## src/mem_pkg.sv

```systemverilog
// shared memory geometry and config register map, referenced by scoped name from rtl and tb
package mem_pkg;

    // logical memory seen by the request port
    localparam int DATA_W = 64;                // word width
    localparam int ADDR_W = 8;                 // 256 words

    // one hard macro
    localparam int MACRO_W  = 32;              // macro data width
    localparam int MACRO_AW = 6;               // 64 words per macro

    // tiling grid derived from the two shapes above
    localparam int TILE_ROWS = 2 ** (ADDR_W - MACRO_AW);   // depth tiles
    localparam int TILE_COLS = DATA_W / MACRO_W;           // width slices

    // configuration bus
    localparam int CFG_AW = 2;
    localparam int CFG_DW = 8;

    // register map
    localparam logic [CFG_AW-1:0] REG_PROT_CTRL  = 2'd0;   // bit 0 enables protection
    localparam logic [CFG_AW-1:0] REG_PROT_BASE  = 2'd1;   // lowest protected word
    localparam logic [CFG_AW-1:0] REG_PROT_LIMIT = 2'd2;   // highest protected word, inclusive

endpackage

```

## src/mem_req_port.sv

```systemverilog
// valid/ready request front end that issues one tiler access per request and holds its response
`timescale 1ns/1ps

module mem_req_port (
    input  logic                         clk,
    input  logic                         rst_n,

    // request channel
    input  logic                         req_valid,
    output logic                         req_ready,
    input  logic                         req_write,
    input  logic [mem_pkg::ADDR_W-1:0]   req_addr,
    input  logic [mem_pkg::DATA_W-1:0]   req_wdata,
    input  logic [mem_pkg::DATA_W-1:0]   req_wmask,

    // response channel
    output logic                         rsp_valid,
    input  logic                         rsp_ready,
    output logic [mem_pkg::DATA_W-1:0]   rsp_rdata,
    output logic                         rsp_err,

    // protection check
    output logic [mem_pkg::ADDR_W-1:0]   chk_addr,
    input  logic                         chk_protected,

    // tiler access
    output logic                         mem_ce,
    output logic                         mem_we,
    output logic [mem_pkg::ADDR_W-1:0]   mem_addr,
    output logic [mem_pkg::DATA_W-1:0]   mem_wdata,
    output logic [mem_pkg::DATA_W-1:0]   mem_wmask,
    input  logic [mem_pkg::DATA_W-1:0]   mem_rdata
);

    logic accept;        // request handshake this cycle
    logic refused;       // write landing in the protected window
    logic rsp_done;      // pending response leaves this cycle

    assign rsp_done = rsp_valid && rsp_ready;

    // ready with a free slot or when the held response drains in the same cycle
    assign req_ready = !rsp_valid || rsp_ready;
    assign accept    = req_valid && req_ready;

    // protection is judged against the registers of the acceptance cycle
    assign chk_addr = req_addr;
    assign refused  = req_write && chk_protected;

    // access goes out in the acceptance cycle without an extra stage
    assign mem_ce    = accept;
    assign mem_we    = accept && req_write && !refused;   // drop protected writes
    assign mem_addr  = req_addr;
    assign mem_wdata = req_wdata;
    assign mem_wmask = req_wmask;

    // response goes valid one edge after the access is issued
    always_ff @(posedge clk) begin
        if (!rst_n) begin
            rsp_valid <= 1'b0;
        end else if (accept) begin
            rsp_valid <= 1'b1;
        end else if (rsp_done) begin
            rsp_valid <= 1'b0;
        end
    end

    always_ff @(posedge clk) begin
        if (!rst_n) begin
            rsp_err <= 1'b0;
        end else if (accept) begin
            rsp_err <= refused;                // set only for a refused write
        end
    end

    // the macros hold their output while no access happens, so read data
    // stays put for as long as the response waits
    assign rsp_rdata = mem_rdata;

    // a stalled response keeps its flag and the data coming up from the macros
    rsp_hold_a : assert property (
        @(posedge clk) disable iff (!rst_n)
        rsp_valid && !rsp_ready |=> rsp_valid && $stable(rsp_err) && $stable(rsp_rdata)
    ) else $error("mem_req_port: response changed under back-pressure");

endmodule

```

## config.mk

```make
export PLATFORM = sky130hd
export DESIGN_NAME = mem_req_port
export DESIGN_NICKNAME = d
export VERILOG_FILES = /design/src/mem_pkg.sv /design/src/mem_req_port.sv
export SDC_FILE = /design/constraint.sdc
export NUM_CORES = 1
export LEC_CHECK = 0
export ABC_AREA = 1
export ABC_CLOCK_PERIOD_IN_PS = 1500
export BUFFER_PORTS_ARGS = -buffer_cell sky130_fd_sc_hd__buf_2
export CAP_MARGIN = 20
export CORE_AREA = 5 5 161 163
export DETAILED_ROUTE_END_ITERATION = 10
export DIE_AREA = 0 0 166 168
export GPL_TIMING_DRIVEN = 0
export MAX_ROUTING_LAYER = met4
export PLACE_DENSITY = 0.38
export RECOVER_POWER = 25
export SLEW_MARGIN = 0
export SYNTH_ARGS = -nofsm -noshare
export SYNTH_HDL_FRONTEND = slang
export SYNTH_SLANG_ARGS = --single-unit
```

## constraint.sdc

```tcl
create_clock -name clk -period 1.5 [get_ports clk]
set_clock_uncertainty 0.2 [all_clocks]
set_input_delay 0.225 -clock clk [delete_from_list [all_inputs] [get_ports clk]]
set_output_delay 0.225 -clock clk [all_outputs]
set_load 0.01 [all_outputs]
```

---- After elaboration in Yosys (flattened, before gate mapping) ----
Cells that the tools add are included.
storage, ports and cells
  register bits after elaboration ......... 2
  output and inout bits ................... 213
  word-level logic and storage cells ...... 13
cells by class
  muxes and demuxes ....................... 2
  reductions and logical operators ........ 9
operators with widths
  kind                count
  1-bit logical AND   5
  1-bit logical NOT   2
  1-bit two-way mux   2
  2-bit nonzero test  1
  1-bit logical OR    1

---- Longest topological paths before layout ----
  depth in word-level cells ............... 5
  depth in mapped cells ................... 5

---- Worst setup path before layout ----
Ideal clock, no wire load.
  path type ............................... reg-to-output
  start point ............................. reg rsp_valid
  end point ............................... out mem_we
  data arrival time ....................... 712 ps
  required time ........................... 1,075 ps
  slack ................................... 363 ps
  stages on the path, launching flop included .. 4
  path buffers ............................ 0
  cell sequence ........................... dfxtp_1 > nand2_4 > nand2_2 > nor3_2
on the way
  cells in the longest elaborated chain, start to end .. 5
ends and longest elaborated chain
  item                            RTL line            RTL
  from (decl)                     mem_req_port.sv:17  output logic rsp_valid,
  from (signal assigned)          mem_req_port.sv:59  rsp_valid <= 1'b0;
  from (signal assigned)          mem_req_port.sv:61  rsp_valid <= 1'b1;
  from (signal assigned)          mem_req_port.sv:63  rsp_valid <= 1'b0;
  1-bit logical NOT               mem_req_port.sv:42  assign req_ready = !rsp_valid || rsp_ready;
  1-bit logical OR                mem_req_port.sv:42
  via req_ready                   mem_req_port.sv:10  output logic req_ready,
  1-bit logical AND               mem_req_port.sv:43  assign accept = req_valid && req_ready;
  1-bit logical AND (2 in a row)  mem_req_port.sv:51  assign mem_we = accept && req_write && !refused;
  to (decl)                       mem_req_port.sv:28  output logic mem_we,
The timed path passes the listed nets, and every way through them passes these cells.

---- Worst setup path in the final report ----
  start point ............................. reg rsp_valid
  end point ............................... out mem_we
on the way
  cells in the longest elaborated chain, start to end .. 5
ends and longest elaborated chain
  item                            RTL line
  1-bit logical NOT               mem_req_port.sv:42
  1-bit logical OR                mem_req_port.sv:42
  1-bit logical AND               mem_req_port.sv:43
  1-bit logical AND (2 in a row)  mem_req_port.sv:51
No other way between the ends.

==> results.ini <==
[cells_and_area]
antennaDiodeCount = 0
area_growth_pct = 89.71
fillers = 2776
final_common_cell = buf_4
drive_gt1_share_pct = 86.23
final_cell_mix = 208 x buf_4, 165 x buf_2, 53 x clkbuf_1
final_nets = 651
design_area_um2 = 3183

[worst_setup_path]
worst_setup_path_end_kind = output port
path_class = flop to output port
required_ps = 1070
cp.arrival_ps = 990
start_kind = flop
cp_max_fo = 5

[place]
place_ws_ps = 293.3
dpl_cell_area_um2 = 3174
gp_congestion = 0.8508
port_buffers = 218
hpwl_mm = 8.582

[global_route]
grt_pass1_vias = 2104
grt_max_degree = 6
grt_overflow = 0
track_usage_pct = 5.853
grt_pass1_wl_mm = 12.23
antenna_found_initial = 0

[flow_run]
drv_cap = 0

[routing]
drc_errors = 0
dr_total_vias = 1925
wire_per_inst_um = 11.63
vias_per_cell = 2.510
drt_iter0_markers = 9
ant_nets = 0
detail_route.first_pass.iterations = 4
totalWireLength_mm = 8.918

[clock_network]
cts_made_buffers = 3
htree_levels = 1
postCtsSetupRepairBufs = 0
clock_sinks = 2
clk_pin_slew_worst_paths_ps = 30
cts_resized = 0
cts_hold_buf = 0
insertion_delay_ps = 220
cts_tree = done
clk_path_buf_depth = 2
root_buffer = clkbuf_16

[floorplanning]
rows = 57
core_area_um2 = 24180
die_y_um = 168
initial_core_util_pct = 6.940
io_pins = 419
dieArea_um2 = 27890
die-width_um = 166

[pwr]
swShare_pct = 31.85
power_density_nw_per_um2 = 425.4
power_leakage_nw = 1.813
seqPwrFrac_pct = 4.5
p_sw_mw = 0.4312
p_comb_share_pct = 66.4
p_clk_share_pct = 29.1
peakVddDrop_mv = 0.3962
p_int_mw = 0.9229

[sta]
fin_setup_tns_ps = 0
tightestPinTransition_ps = 158.3
final.setup.worst_slack_ps = 85.96
final_max_slew_viol_count = 0
fmax_ghz = 0.7072
fin_crit_sh_pct = 94.27
rsz0062_at_grt = no
period_minus_slack_ps = 1414
slew_headroom_pct = 89.49
hold_viol_final = 0
setup_viol = 0

[synth]
synth_nets = 428
yosys.cell_types.count = 12
syn-instance-count = 222
yosysWarnings = 0
seq_area_frac_synth_pct = 2.386
avgSynthCellArea_um2 = 7.558
ys_ff_latch = 2
netlist_area_um2 = 1678

[run_status]
status = complete, no violations

[hold_path]
min_path_type = primary input to flop

-- cell usage after synthesis --
| library cell | instances | share of area, % |
|---|---|---|
| inv_1 | 2 | 0.45 |
| nand2_4 | 1 | 0.67 |
| a21boi_2 | 1 | 0.67 |
| dfxtp_1 | 2 | 2.4 |
| inv_2 | 1 | 0.22 |
| buf_4 | 208 | 93 |
| a21oi_1 | 1 | 0.30 |
| nand2_1 | 2 | 0.45 |
| nor3_2 | 1 | 0.60 |
| nor2_1 | 1 | 0.22 |
| nand3_2 | 1 | 0.60 |
| nand2_2 | 1 | 0.37 |
-- critical path, cell delays in order (launching register included) --
cell and delay (ps):
dfxtp_1 320, nand2_4 110, nand2_2 90, nor3_2 100, buf_2 150
-- cells by family (layout without fill, tap and decap cells) --
logic type	count (synthesis)	after routing	synth area share, %
buffers and inverters	211	432	93.74
AO/OA/AOI/OAI	2	2	0.9691
AND/OR/NAND/NOR	7	7	2.908
flip-flops	2	2	2.386
-- per-layer routing --
metal	vias up	wire length, µm	track usage (%)
li1	903	-	-
met1	788	2654	5.084
met3	2	1182	2.532
met4	0	111	1.865
met5	-	0	-
met2	232	4970	11.31
-- power by group through the flow --
stage               registers [mW]  logic [mW]  clock network, mW
floorplan                   0.0630       0.590                  0
global placement            0.0615       0.938                  0
detailed placement          0.0614       0.933                  0
CTS                         0.0608       0.934              0.403
global route                0.0611       0.968              0.416
finish                      0.0606       0.900              0.394
-- layout make-up --
cell class	instances	area [µm²]	share of cell area, %
inverters	3	11.26	0.3538
flip-flops and latches	2	40.04	1.258
repair buffers	218	1025	32.19
multi-input cells	9	65.06	2.044
well taps	324	405.4	12.74
plain buffers	208	1562	49.06
clock buffers	3	75.07	2.358
-- path summary, 6_finish.rpt --
path,startpoint,endpoint,slack [ps],cells after the start
max,rsp_valid,mem_we,90,4
min,rst_n,rsp_err,50,3
max reg2reg,rsp_valid,rsp_err,550,3
min reg2reg,rsp_err,rsp_err,280,2
-- through the flow --
step                instances  power, mW  hold slack, ps  utilization (%)
finish                    767      1.354           51.48            13.17
global route              767      1.446           72.34            13.17
CTS                       767      1.398           57.18            13.44
detailed placement        764     0.9941           279.7            13.13
global placement          764     0.9997           271.1            13.13
floorplan                 222     0.6525           145.6                -
-- registers in the layout, indices dropped and copies added, names as in the netlist --
name and flops:
rsp_valid 1, rsp_err 1
Power figures use the tool's default switching activity.
