$ cat src/mem_pkg.sv
// shared memory geometry and config register map, referenced by scoped name from rtl and tb
package mem_pkg;

    // logical memory seen by the request port
    localparam int DATA_W = 64;                // word width
    localparam int ADDR_W = 8;                 // 256 words

    // one hard macro
    localparam int MACRO_W  = 32;              // macro data width
    localparam int MACRO_AW = 6;               // 64 words per macro

    // tiling grid derived from the two shapes above
    localparam int TILE_ROWS = 2 ** (ADDR_W - MACRO_AW);   // depth tiles
    localparam int TILE_COLS = DATA_W / MACRO_W;           // width slices

    // configuration bus
    localparam int CFG_AW = 2;
    localparam int CFG_DW = 8;

    // register map
    localparam logic [CFG_AW-1:0] REG_PROT_CTRL  = 2'd0;   // bit 0 enables protection
    localparam logic [CFG_AW-1:0] REG_PROT_BASE  = 2'd1;   // lowest protected word
    localparam logic [CFG_AW-1:0] REG_PROT_LIMIT = 2'd2;   // highest protected word, inclusive

endpackage

$ cat src/mem_protect_regs.sv
// write-protect window registers with read-back, answers the port's protection check
`timescale 1ns/1ps

module mem_protect_regs (
    input  logic                         clk,
    input  logic                         rst_n,
    input  logic                         cfg_we,
    input  logic [mem_pkg::CFG_AW-1:0]   cfg_addr,
    input  logic [mem_pkg::CFG_DW-1:0]   cfg_wdata,
    output logic [mem_pkg::CFG_DW-1:0]   cfg_rdata,
    input  logic [mem_pkg::ADDR_W-1:0]   chk_addr,
    output logic                         chk_protected
);

    logic                        prot_en;      // window enable
    logic [mem_pkg::CFG_DW-1:0]  prot_base;    // first protected word
    logic [mem_pkg::CFG_DW-1:0]  prot_limit;   // last protected word

    // register writes
    always_ff @(posedge clk) begin
        if (!rst_n) begin
            prot_en    <= 1'b0;
            prot_base  <= '0;
            prot_limit <= '0;
        end else if (cfg_we) begin
            case (cfg_addr)
                mem_pkg::REG_PROT_CTRL:  prot_en    <= cfg_wdata[0];
                mem_pkg::REG_PROT_BASE:  prot_base  <= cfg_wdata;
                mem_pkg::REG_PROT_LIMIT: prot_limit <= cfg_wdata;
                default: ;                            // unmapped, ignored
            endcase
        end
    end

    // read-back mux
    always_comb begin
        case (cfg_addr)
            mem_pkg::REG_PROT_CTRL:  cfg_rdata = {{(mem_pkg::CFG_DW-1){1'b0}}, prot_en};
            mem_pkg::REG_PROT_BASE:  cfg_rdata = prot_base;
            mem_pkg::REG_PROT_LIMIT: cfg_rdata = prot_limit;
            default:                 cfg_rdata = '0;
        endcase
    end

    // inclusive window check; base above limit matches nothing
    assign chk_protected = prot_en
                        && (prot_base <= chk_addr)
                        && (chk_addr <= prot_limit);

endmodule

$ cat config.mk
export PLATFORM = sky130hd
export DESIGN_NAME = mem_protect_regs
export DESIGN_NICKNAME = d
export VERILOG_FILES = /design/src/mem_pkg.sv /design/src/mem_protect_regs.sv
export SDC_FILE = /design/constraint.sdc
export NUM_CORES = 1
export LEC_CHECK = 0
export BUFFER_PORTS_ARGS = -buffer_cell sky130_fd_sc_hd__buf_2
export CAP_MARGIN = 5
export CORE_UTILIZATION = 59
export CTS_BUF_LIST = sky130_fd_sc_hd__clkbuf_8
export CTS_CLUSTER_SIZE = 40
export DETAILED_ROUTE_END_ITERATION = 6
export GPL_TIMING_DRIVEN = 0
export PLACE_DENSITY = 0.87
export SYNTH_ARGS = -nofsm -noshare
export SYNTH_HDL_FRONTEND = slang
export SYNTH_SLANG_ARGS = --single-unit
$ cat constraint.sdc
create_clock -name clk -period 2.47 [get_ports clk]
set_input_delay 0 -clock clk [delete_from_list [all_inputs] [get_ports clk]]
set_output_delay 0 -clock clk [all_outputs]
set_load 0.1 [all_outputs]
Word-level counts from Yosys, hierarchy flattened
Index checks and enable logic that the tools add are counted.

$lt $le $gt $ge: 2. Equality and inequality tests: 2. Muxes and demuxes: 1. Reduce and logical (&&, ||, !) cells: 6.

Operators with widths (count): 8-bit case mux with 3 select lines (1); 8-bit <= comparator (2); 2-bit AND reduction (3); 2-bit by 1-bit == test with 1-bit output, second input constant (1); 2-bit == test, second input constant (1); 1-bit logical AND (2); 2-bit logical NOT (1).

Register bits after elaboration: 17. Bits of input ports: 21. Output and inout bits: 9. Word-level logic and storage cells: 14.

Longest topological paths before layout
Gate-level depths: netlist of run 1.

Word-level depth: 3. Mapped depth: 7. Gate-level depth less buffers: 7.

Worst setup path before layout of run 1
OpenSTA, ideal clock, no wires.

Path kind: register -> output. From: register prot_limit[5] in the netlist's numbering. To: output port chk_protected. Arrival time: 1.988 ns. Slack: 0.482 ns. Cell stages (with the launch flop): 7. Cell sequence: dfxtp_1 inv_1 ha_1 a211oi_1 nor2_1 nor4b_1 o22a_1.

Longest elaborated chain between the ends: 2.

RTL lines: from (decl) (RTL line mem_protect_regs.sv:17) `logic [mem_pkg::CFG_DW-1:0] prot_limit;`; from (signal assigned) (RTL line mem_protect_regs.sv:29) `mem_pkg::REG_PROT_LIMIT: prot_limit <= cfg_wdata;`; 8-bit <= comparator (RTL line mem_protect_regs.sv:48) `&& (chk_addr <= prot_limit);`; 1-bit logical AND (RTL line mem_protect_regs.sv:48); to (decl) (RTL line mem_protect_regs.sv:12) `output logic chk_protected`.

Every way passes these cells.

Worst setup path after layout of run 1
Same ends and word-level chain as after synthesis.

==> flow_metrics.tcl, run 1 <==
set metrics [dict create \
    io-pin-count 30 \
    path_clk_slew_ns 0.07 \
    grt_start_max_net_pins 11 \
    vdd_ir_drop_max_v 0.0004194 \
    avgSynthCellArea_um2 8.222 \
    layout.cells.non_filler 206 \
    ys_ff_latch 17 \
    gp_congestion 0.7993 \
    die_y_um 47.26 \
    routed_via_density 5.578 \
    design.die.area_um2 2234 \
    antenna_found_initial 0 \
    portBuffers 28 \
    dr.pass1.iters 4 \
    ys_types 27 \
    cts_made_buffers 3 \
    status "finished, final reports clean" \
    core_um2 1942 \
    yosys.area.top_type "dfxtp_1" \
    syn_inst 147 \
    htreeDepth 1 \
    finalSetupTns_ns 0 \
    yosysSeqAreaShare 0.2816 \
    synth.top_cell.area_share 0.2816 \
    post-route-drc-count 0 \
    final_antenna_net_count 0 \
    drv_slew 0 \
    cts_sinks 17 \
    dieWidth_um 47.26 \
    synth_nets 184 \
    fmax_mhz 464.6 \
    cp.required_ns 2.47 \
    start_util 0.6224 \
    skew_ns 0 \
    rsz0062_at_grt "false" \
    grt_overflow 0 \
    placed_cells 202 \
    hp-class "input pin to flip-flop" \
    netlist_area_um2 1209 \
    drive_gt1_frac 0.2291 \
    finalCriticalPeriod_ns 2.152 \
    rows 16 \
    path_max_fanout 3 \
    root_buffer "clkbuf_8" \
    tritoncts "built" \
    leakagePower_nw 0.6422 \
    period_share 0.8713 \
    grtUsageTotal 0.2622 \
    diodes 0 \
    post-place-ws_ns 0.5707 \
    syn_to_final_growth_pct 18.12 \
    cts_resized 0 \
    powerDensity_nw_per_um2 448.6 \
    vias 1149 \
    wl_um 2685 \
    setup.worst_path.class "flip-flop to primary output" \
    dp_hpwl_um 2173 \
    ys_warn_count 0 \
    cts_setup_buffers 0 \
    wl_per_cell_um 13.03 \
    layout_setup_ws_ns 0.3178 \
    r2r_slack_ns 1.81 \
    cp.arrival_ns 2.15 \
    maxCapViolations 0 \
    clk-insertion-delay-late_ns 0.25 \
    grt_pass1_vias 1032 \
    layout.nets 217 \
    endpoint_kind "primary output" \
    worst_pin_slew_ns 0.4818 \
    grt_pass1_wl_um 4133 \
    synth_area_leaders "dfxtp_1 (28%), ha_1 (17%), a21boi_1 (11%), nand3_1 (7.5%), nand2_1 (6.5%)" \
    clockBufferDepth 2 \
    hold_violations 0 \
    drtIter0Drc 23 \
    postCtsHoldBufs 0 \
    cp-start-kind "flip-flop" \
    setup_violations 0 \
    slew_headroom 0.6788 \
]
-- synth_stat cells, drive strengths merged --
library cell / n
clkbuf: 3
ha: 16
a22o: 7
a211oi: 1
a2111oi: 1
nor3: 1
o22a: 1
dfxtp: 17
nor2: 4
buf: 4
o21bai: 1
nor2b: 4
a21boi: 17
o211ai: 1
o21ai: 2
nand3: 18
inv: 16
nor4b: 1
mux2i: 1
nand4: 3
a21oi: 5
nand2: 23
-- final timing paths --
path	start	end	depth (start not counted)
hold reg to reg	prot_limit[7]	prot_limit[7]	2
hold / removal	cfg_wdata[3]	prot_limit[3]	3
setup / recovery	prot_limit[5]	chk_protected	7
setup reg to reg	prot_en	prot_en	2
-- state kept, by name (all words and copies together) (netlist names) --
signal and cells:
prot_base 8, prot_limit 8, prot_en 1
-- area by class of cell --
cell class	count	area (µm²)
Tap cell	27	33.78
Multi-Input combinational cell	107	763.2
Sequential cell	17	340.3
Buffer	7	45.04
Timing Repair Buffer	28	140.1
Fill cell	168	514.2
Inverter	16	60.06
Clock buffer	3	41.29
Clock inverter	1	3.754
-- kinds of logic (layout without fill, tap and decap cells) --
| logic type | after synthesis | count (layout) | share of synthesized area |
|---|---|---|---|
| and+or+nand+nor | 54 | 54 | 0.2164 |
| AOI/OAI and AO/OA | 36 | 36 | 0.2412 |
| buffers and inverters | 23 | 55 | 0.08696 |
| DFF | 17 | 17 | 0.2816 |
| adders and majority gates | 16 | 16 | 0.1656 |
| muxes | 1 | 1 | 0.008282 |
-- layer usage --
| metal | wire length (µm) | track usage |
|---|---|---|
| met2 | 1309 | 0.4685 |
| met5 | 0 | 0 |
| met4 | 34 | 0.1143 |
| met3 | 111 | 0.02308 |
| met1 | 1231 | 0.3163 |
-- stage by stage --
step	power, W	hold WS (ns)	utilization	cell area [µm²]
4_1_cts	0.0006414	0.001482	0.7352	1428
5_1_grt	0.0006661	0.008103	0.7352	1428
2_1_floorplan	0.0003972	0.1464	-	1209
6_report	0.0006404	0.004688	0.7352	1428
3_5_place_dp	0.0004413	0.2692	0.7120	1383
3_3_place_gp	0.0004346	0.2628	0.7120	1383
-- placed cells by master, fill, tap and decap left out, types with 2 or more instances in the layout --
master,synthesis,layout
buf_2,0,28
nand2_1,21,21
nand3_1,18,18
inv_1,16,17
a21boi_1,17,17
dfxtp_1,17,17
ha_1,16,16
a22o_1,7,7
nor2_1,4,4
a21oi_1,4,4
nor2b_1,3,3
buf_4,3,3
nand4_1,3,3
clkbuf_1,3,3
clkbuf_8,0,3
nand2_2,2,2
-- report_power, final --
group | total, W | internal [W] | switching [W]
clock network | 0.000204 | 0.000110 | 0.0000938
registers | 0.000292 | 0.000283 | 0.00000850
logic | 0.000144 | 0.0000561 | 0.0000882
-- critical path, cell delays in order, from the launching register on --
cell      delay, ns
dfxtp_1        0.38
inv_1          0.06
ha_1           0.29
a211oi_1       0.23
nor2_1         0.08
nor4b_1        0.27
o22a_1         0.18
buf_2          0.42
No activity file was read; power rests on OpenSTA's default activity.
==> run 2, diff against run 1 <==
PLACE_DENSITY = not set   (was 0.87)
PLACE_DENSITY_LB_ADDON = 0.15   (was not set)
==> run 2 against run 1 <==
Compared with the run above: design area is the same; register-to-register slack is essentially flat; fmax shrank 0.52%; non-clock buffer count is the same; largest power group unchanged; core utilization is the same; critical path depth is the same.
==> flow_metrics.tcl, run 2 (same netlist as run 1, synthesis figures left out) <==
set metrics [dict create \
    grt_overflow 0 \
    skew_ns 0 \
    cts_made_buffers 3 \
    status "finished, final reports clean" \
    crit_buf_inv 2 \
    r2r_end "prot_en" \
    antenna_found_initial 0 \
    root_buffer "clkbuf_8" \
    cts_resized 0 \
    r2r_slack_ns 1.80 \
    endpoint_kind "primary output" \
    whs_ns 0.005647 \
    htreeDepth 1 \
    cp-start-kind "flip-flop" \
    leakagePower_nw 0.6422 \
    tritoncts "built" \
    diodes 0 \
    path_max_fanout 3 \
    clockBufferDepth 2 \
    rows 16 \
    reg_top3 "prot_base x8, prot_limit x8, prot_en x1" \
    cp_slowest_cell "buf_2" \
    grtUsageTotal 0.2713 \
    drv_slew 0 \
    powerDensity_nw_per_um2 444.9 \
    cp.required_ns 2.47 \
    design.die.area_um2 2234 \
    cts_setup_buffers 0 \
    final_cell_mix "buf_2 (28), nand2_1 (21), nand3_1 (18)" \
    crit_cells 7 \
    postCtsHoldBufs 0 \
    setup_violations 0 \
    maxCapViolations 0 \
    post-route-drc-count 0 \
    dieWidth_um 47.26 \
    vias 1133 \
    critPathLaunch "prot_limit[5]" \
    path_clk_slew_ns 0.06 \
    layout_setup_ws_ns 0.3066 \
    cp.arrival_ns 2.16 \
    finalSetupTns_ns 0 \
    finalCriticalPeriod_ns 2.163 \
    dr.pass1.iters 4 \
    rsz0062_at_grt "false" \
    slew_headroom 0.6671 \
    period_share 0.8759 \
    fmax_mhz 462.2 \
    start_util 0.6224 \
    final_antenna_net_count 0 \
    layout.cells.non_filler 206 \
    cts_sinks 17 \
    grt_start_max_net_pins 11 \
    clk-insertion-delay-late_ns 0.25 \
    hp-class "input pin to flip-flop" \
    dp_hpwl_um 2140 \
    drive_gt1_frac 0.2291 \
    hold_violations 0 \
    reg2reg_depth 2 \
    core_um2 1942 \
    layout.nets 217 \
    wl_um 2625 \
    final_common_cell "buf_2" \
    grt_pass1_vias 1016 \
    vdd_ir_drop_max_v 0.0005204 \
    timing.rr.start "prot_en" \
    portBuffers 28 \
    wl_per_cell_um 12.74 \
    grt_pass1_wl_um 4133 \
    setup.worst_path.class "flip-flop to primary output" \
    n_fill_cell 178 \
    syn_to_final_growth_pct 18.12 \
    drtIter0Drc 25 \
    crit_chain "inv_1 -> ha_1 -> a211oi_1 -> nor2_1 -> nor4b_1 -> o22a_1 -> buf_2" \
    slowest_delay_ns 0.42 \
    gp_congestion 0.7725 \
    crit_family "buffers and inverters" \
    post-place-ws_ns 0.5609 \
    worst_pin_slew_ns 0.4993 \
    placed_cells 202 \
    cp-endpoint "chk_protected" \
    io-pin-count 30 \
    die_y_um 47.26 \
    routed_via_density 5.500 \
]
## run 2: how the worst min path moves through the flow
stage	startpoint	to	slack, ns	depth (start not counted)
CTS	cfg_wdata[3]	prot_limit[3]	0.006	3
floorplan	cfg_wdata[0]	prot_base[0]	0.15	2
detailed placement	cfg_wdata[3]	prot_limit[3]	0.27	3
finish	cfg_wdata[3]	prot_limit[3]	0.006	3
global route	cfg_wdata[2]	prot_base[2]	0.01	3
global placement	cfg_wdata[4]	prot_base[4]	0.26	3
## run 2: layout make-up
class                   count  area [µm²]  share of cell area
flip-flops and latches     17       340.3              0.2384
plain buffers               7       45.04             0.03155
inverters                  16       60.06             0.04207
clock inverters             1       3.754            0.002629
repair buffers             28       140.1             0.09816
multi-input cells         107       763.2              0.5346
clock buffers               3       41.29             0.02892
well taps                  27       33.78             0.02366
## run 2: worst register-to-register path: cells and delay by family, from the launching register on
kind               cells  cell delay [ns]
DFF                    1             0.41
AOI/OAI and AO/OA      1             0.13
and+or+nand+nor        1             0.07
## run 2: per-stage QoR
| step | util | instance area, µm² | total power [W] |
|---|---|---|---|
| final | 0.7352 | 1428 | 0.0006352 |
| after global routing | 0.7352 | 1428 | 0.0006674 |
| after CTS | 0.7352 | 1428 | 0.0006390 |
| after detailed placement | 0.7120 | 1383 | 0.0004418 |
| after global placement | 0.7120 | 1383 | 0.0004365 |
| after floorplan | - | 1209 | 0.0003972 |
## run 2: report_power, final
group / switching (W) / internal, W / leakage [nW]
clock network: 0.0000896 / 0.000110 / 0.0269
logic: 0.0000882 / 0.0000560 / 0.477
registers: 0.00000774 / 0.000283 / 0.138
total: 0.000186 / 0.000450 / 0.642
## run 2: routing by layer
metal | GRT usage | vias to the layer above | part of all wire
li1 | - | 581 | -
met1 | 0.3201 | 515 | 0.45
met2 | 0.4712 | 28 | 0.49
met3 | 0.05000 | 9 | 0.035
met4 | 0.1257 | 0 | 0.026
met5 | 0 | - | 0
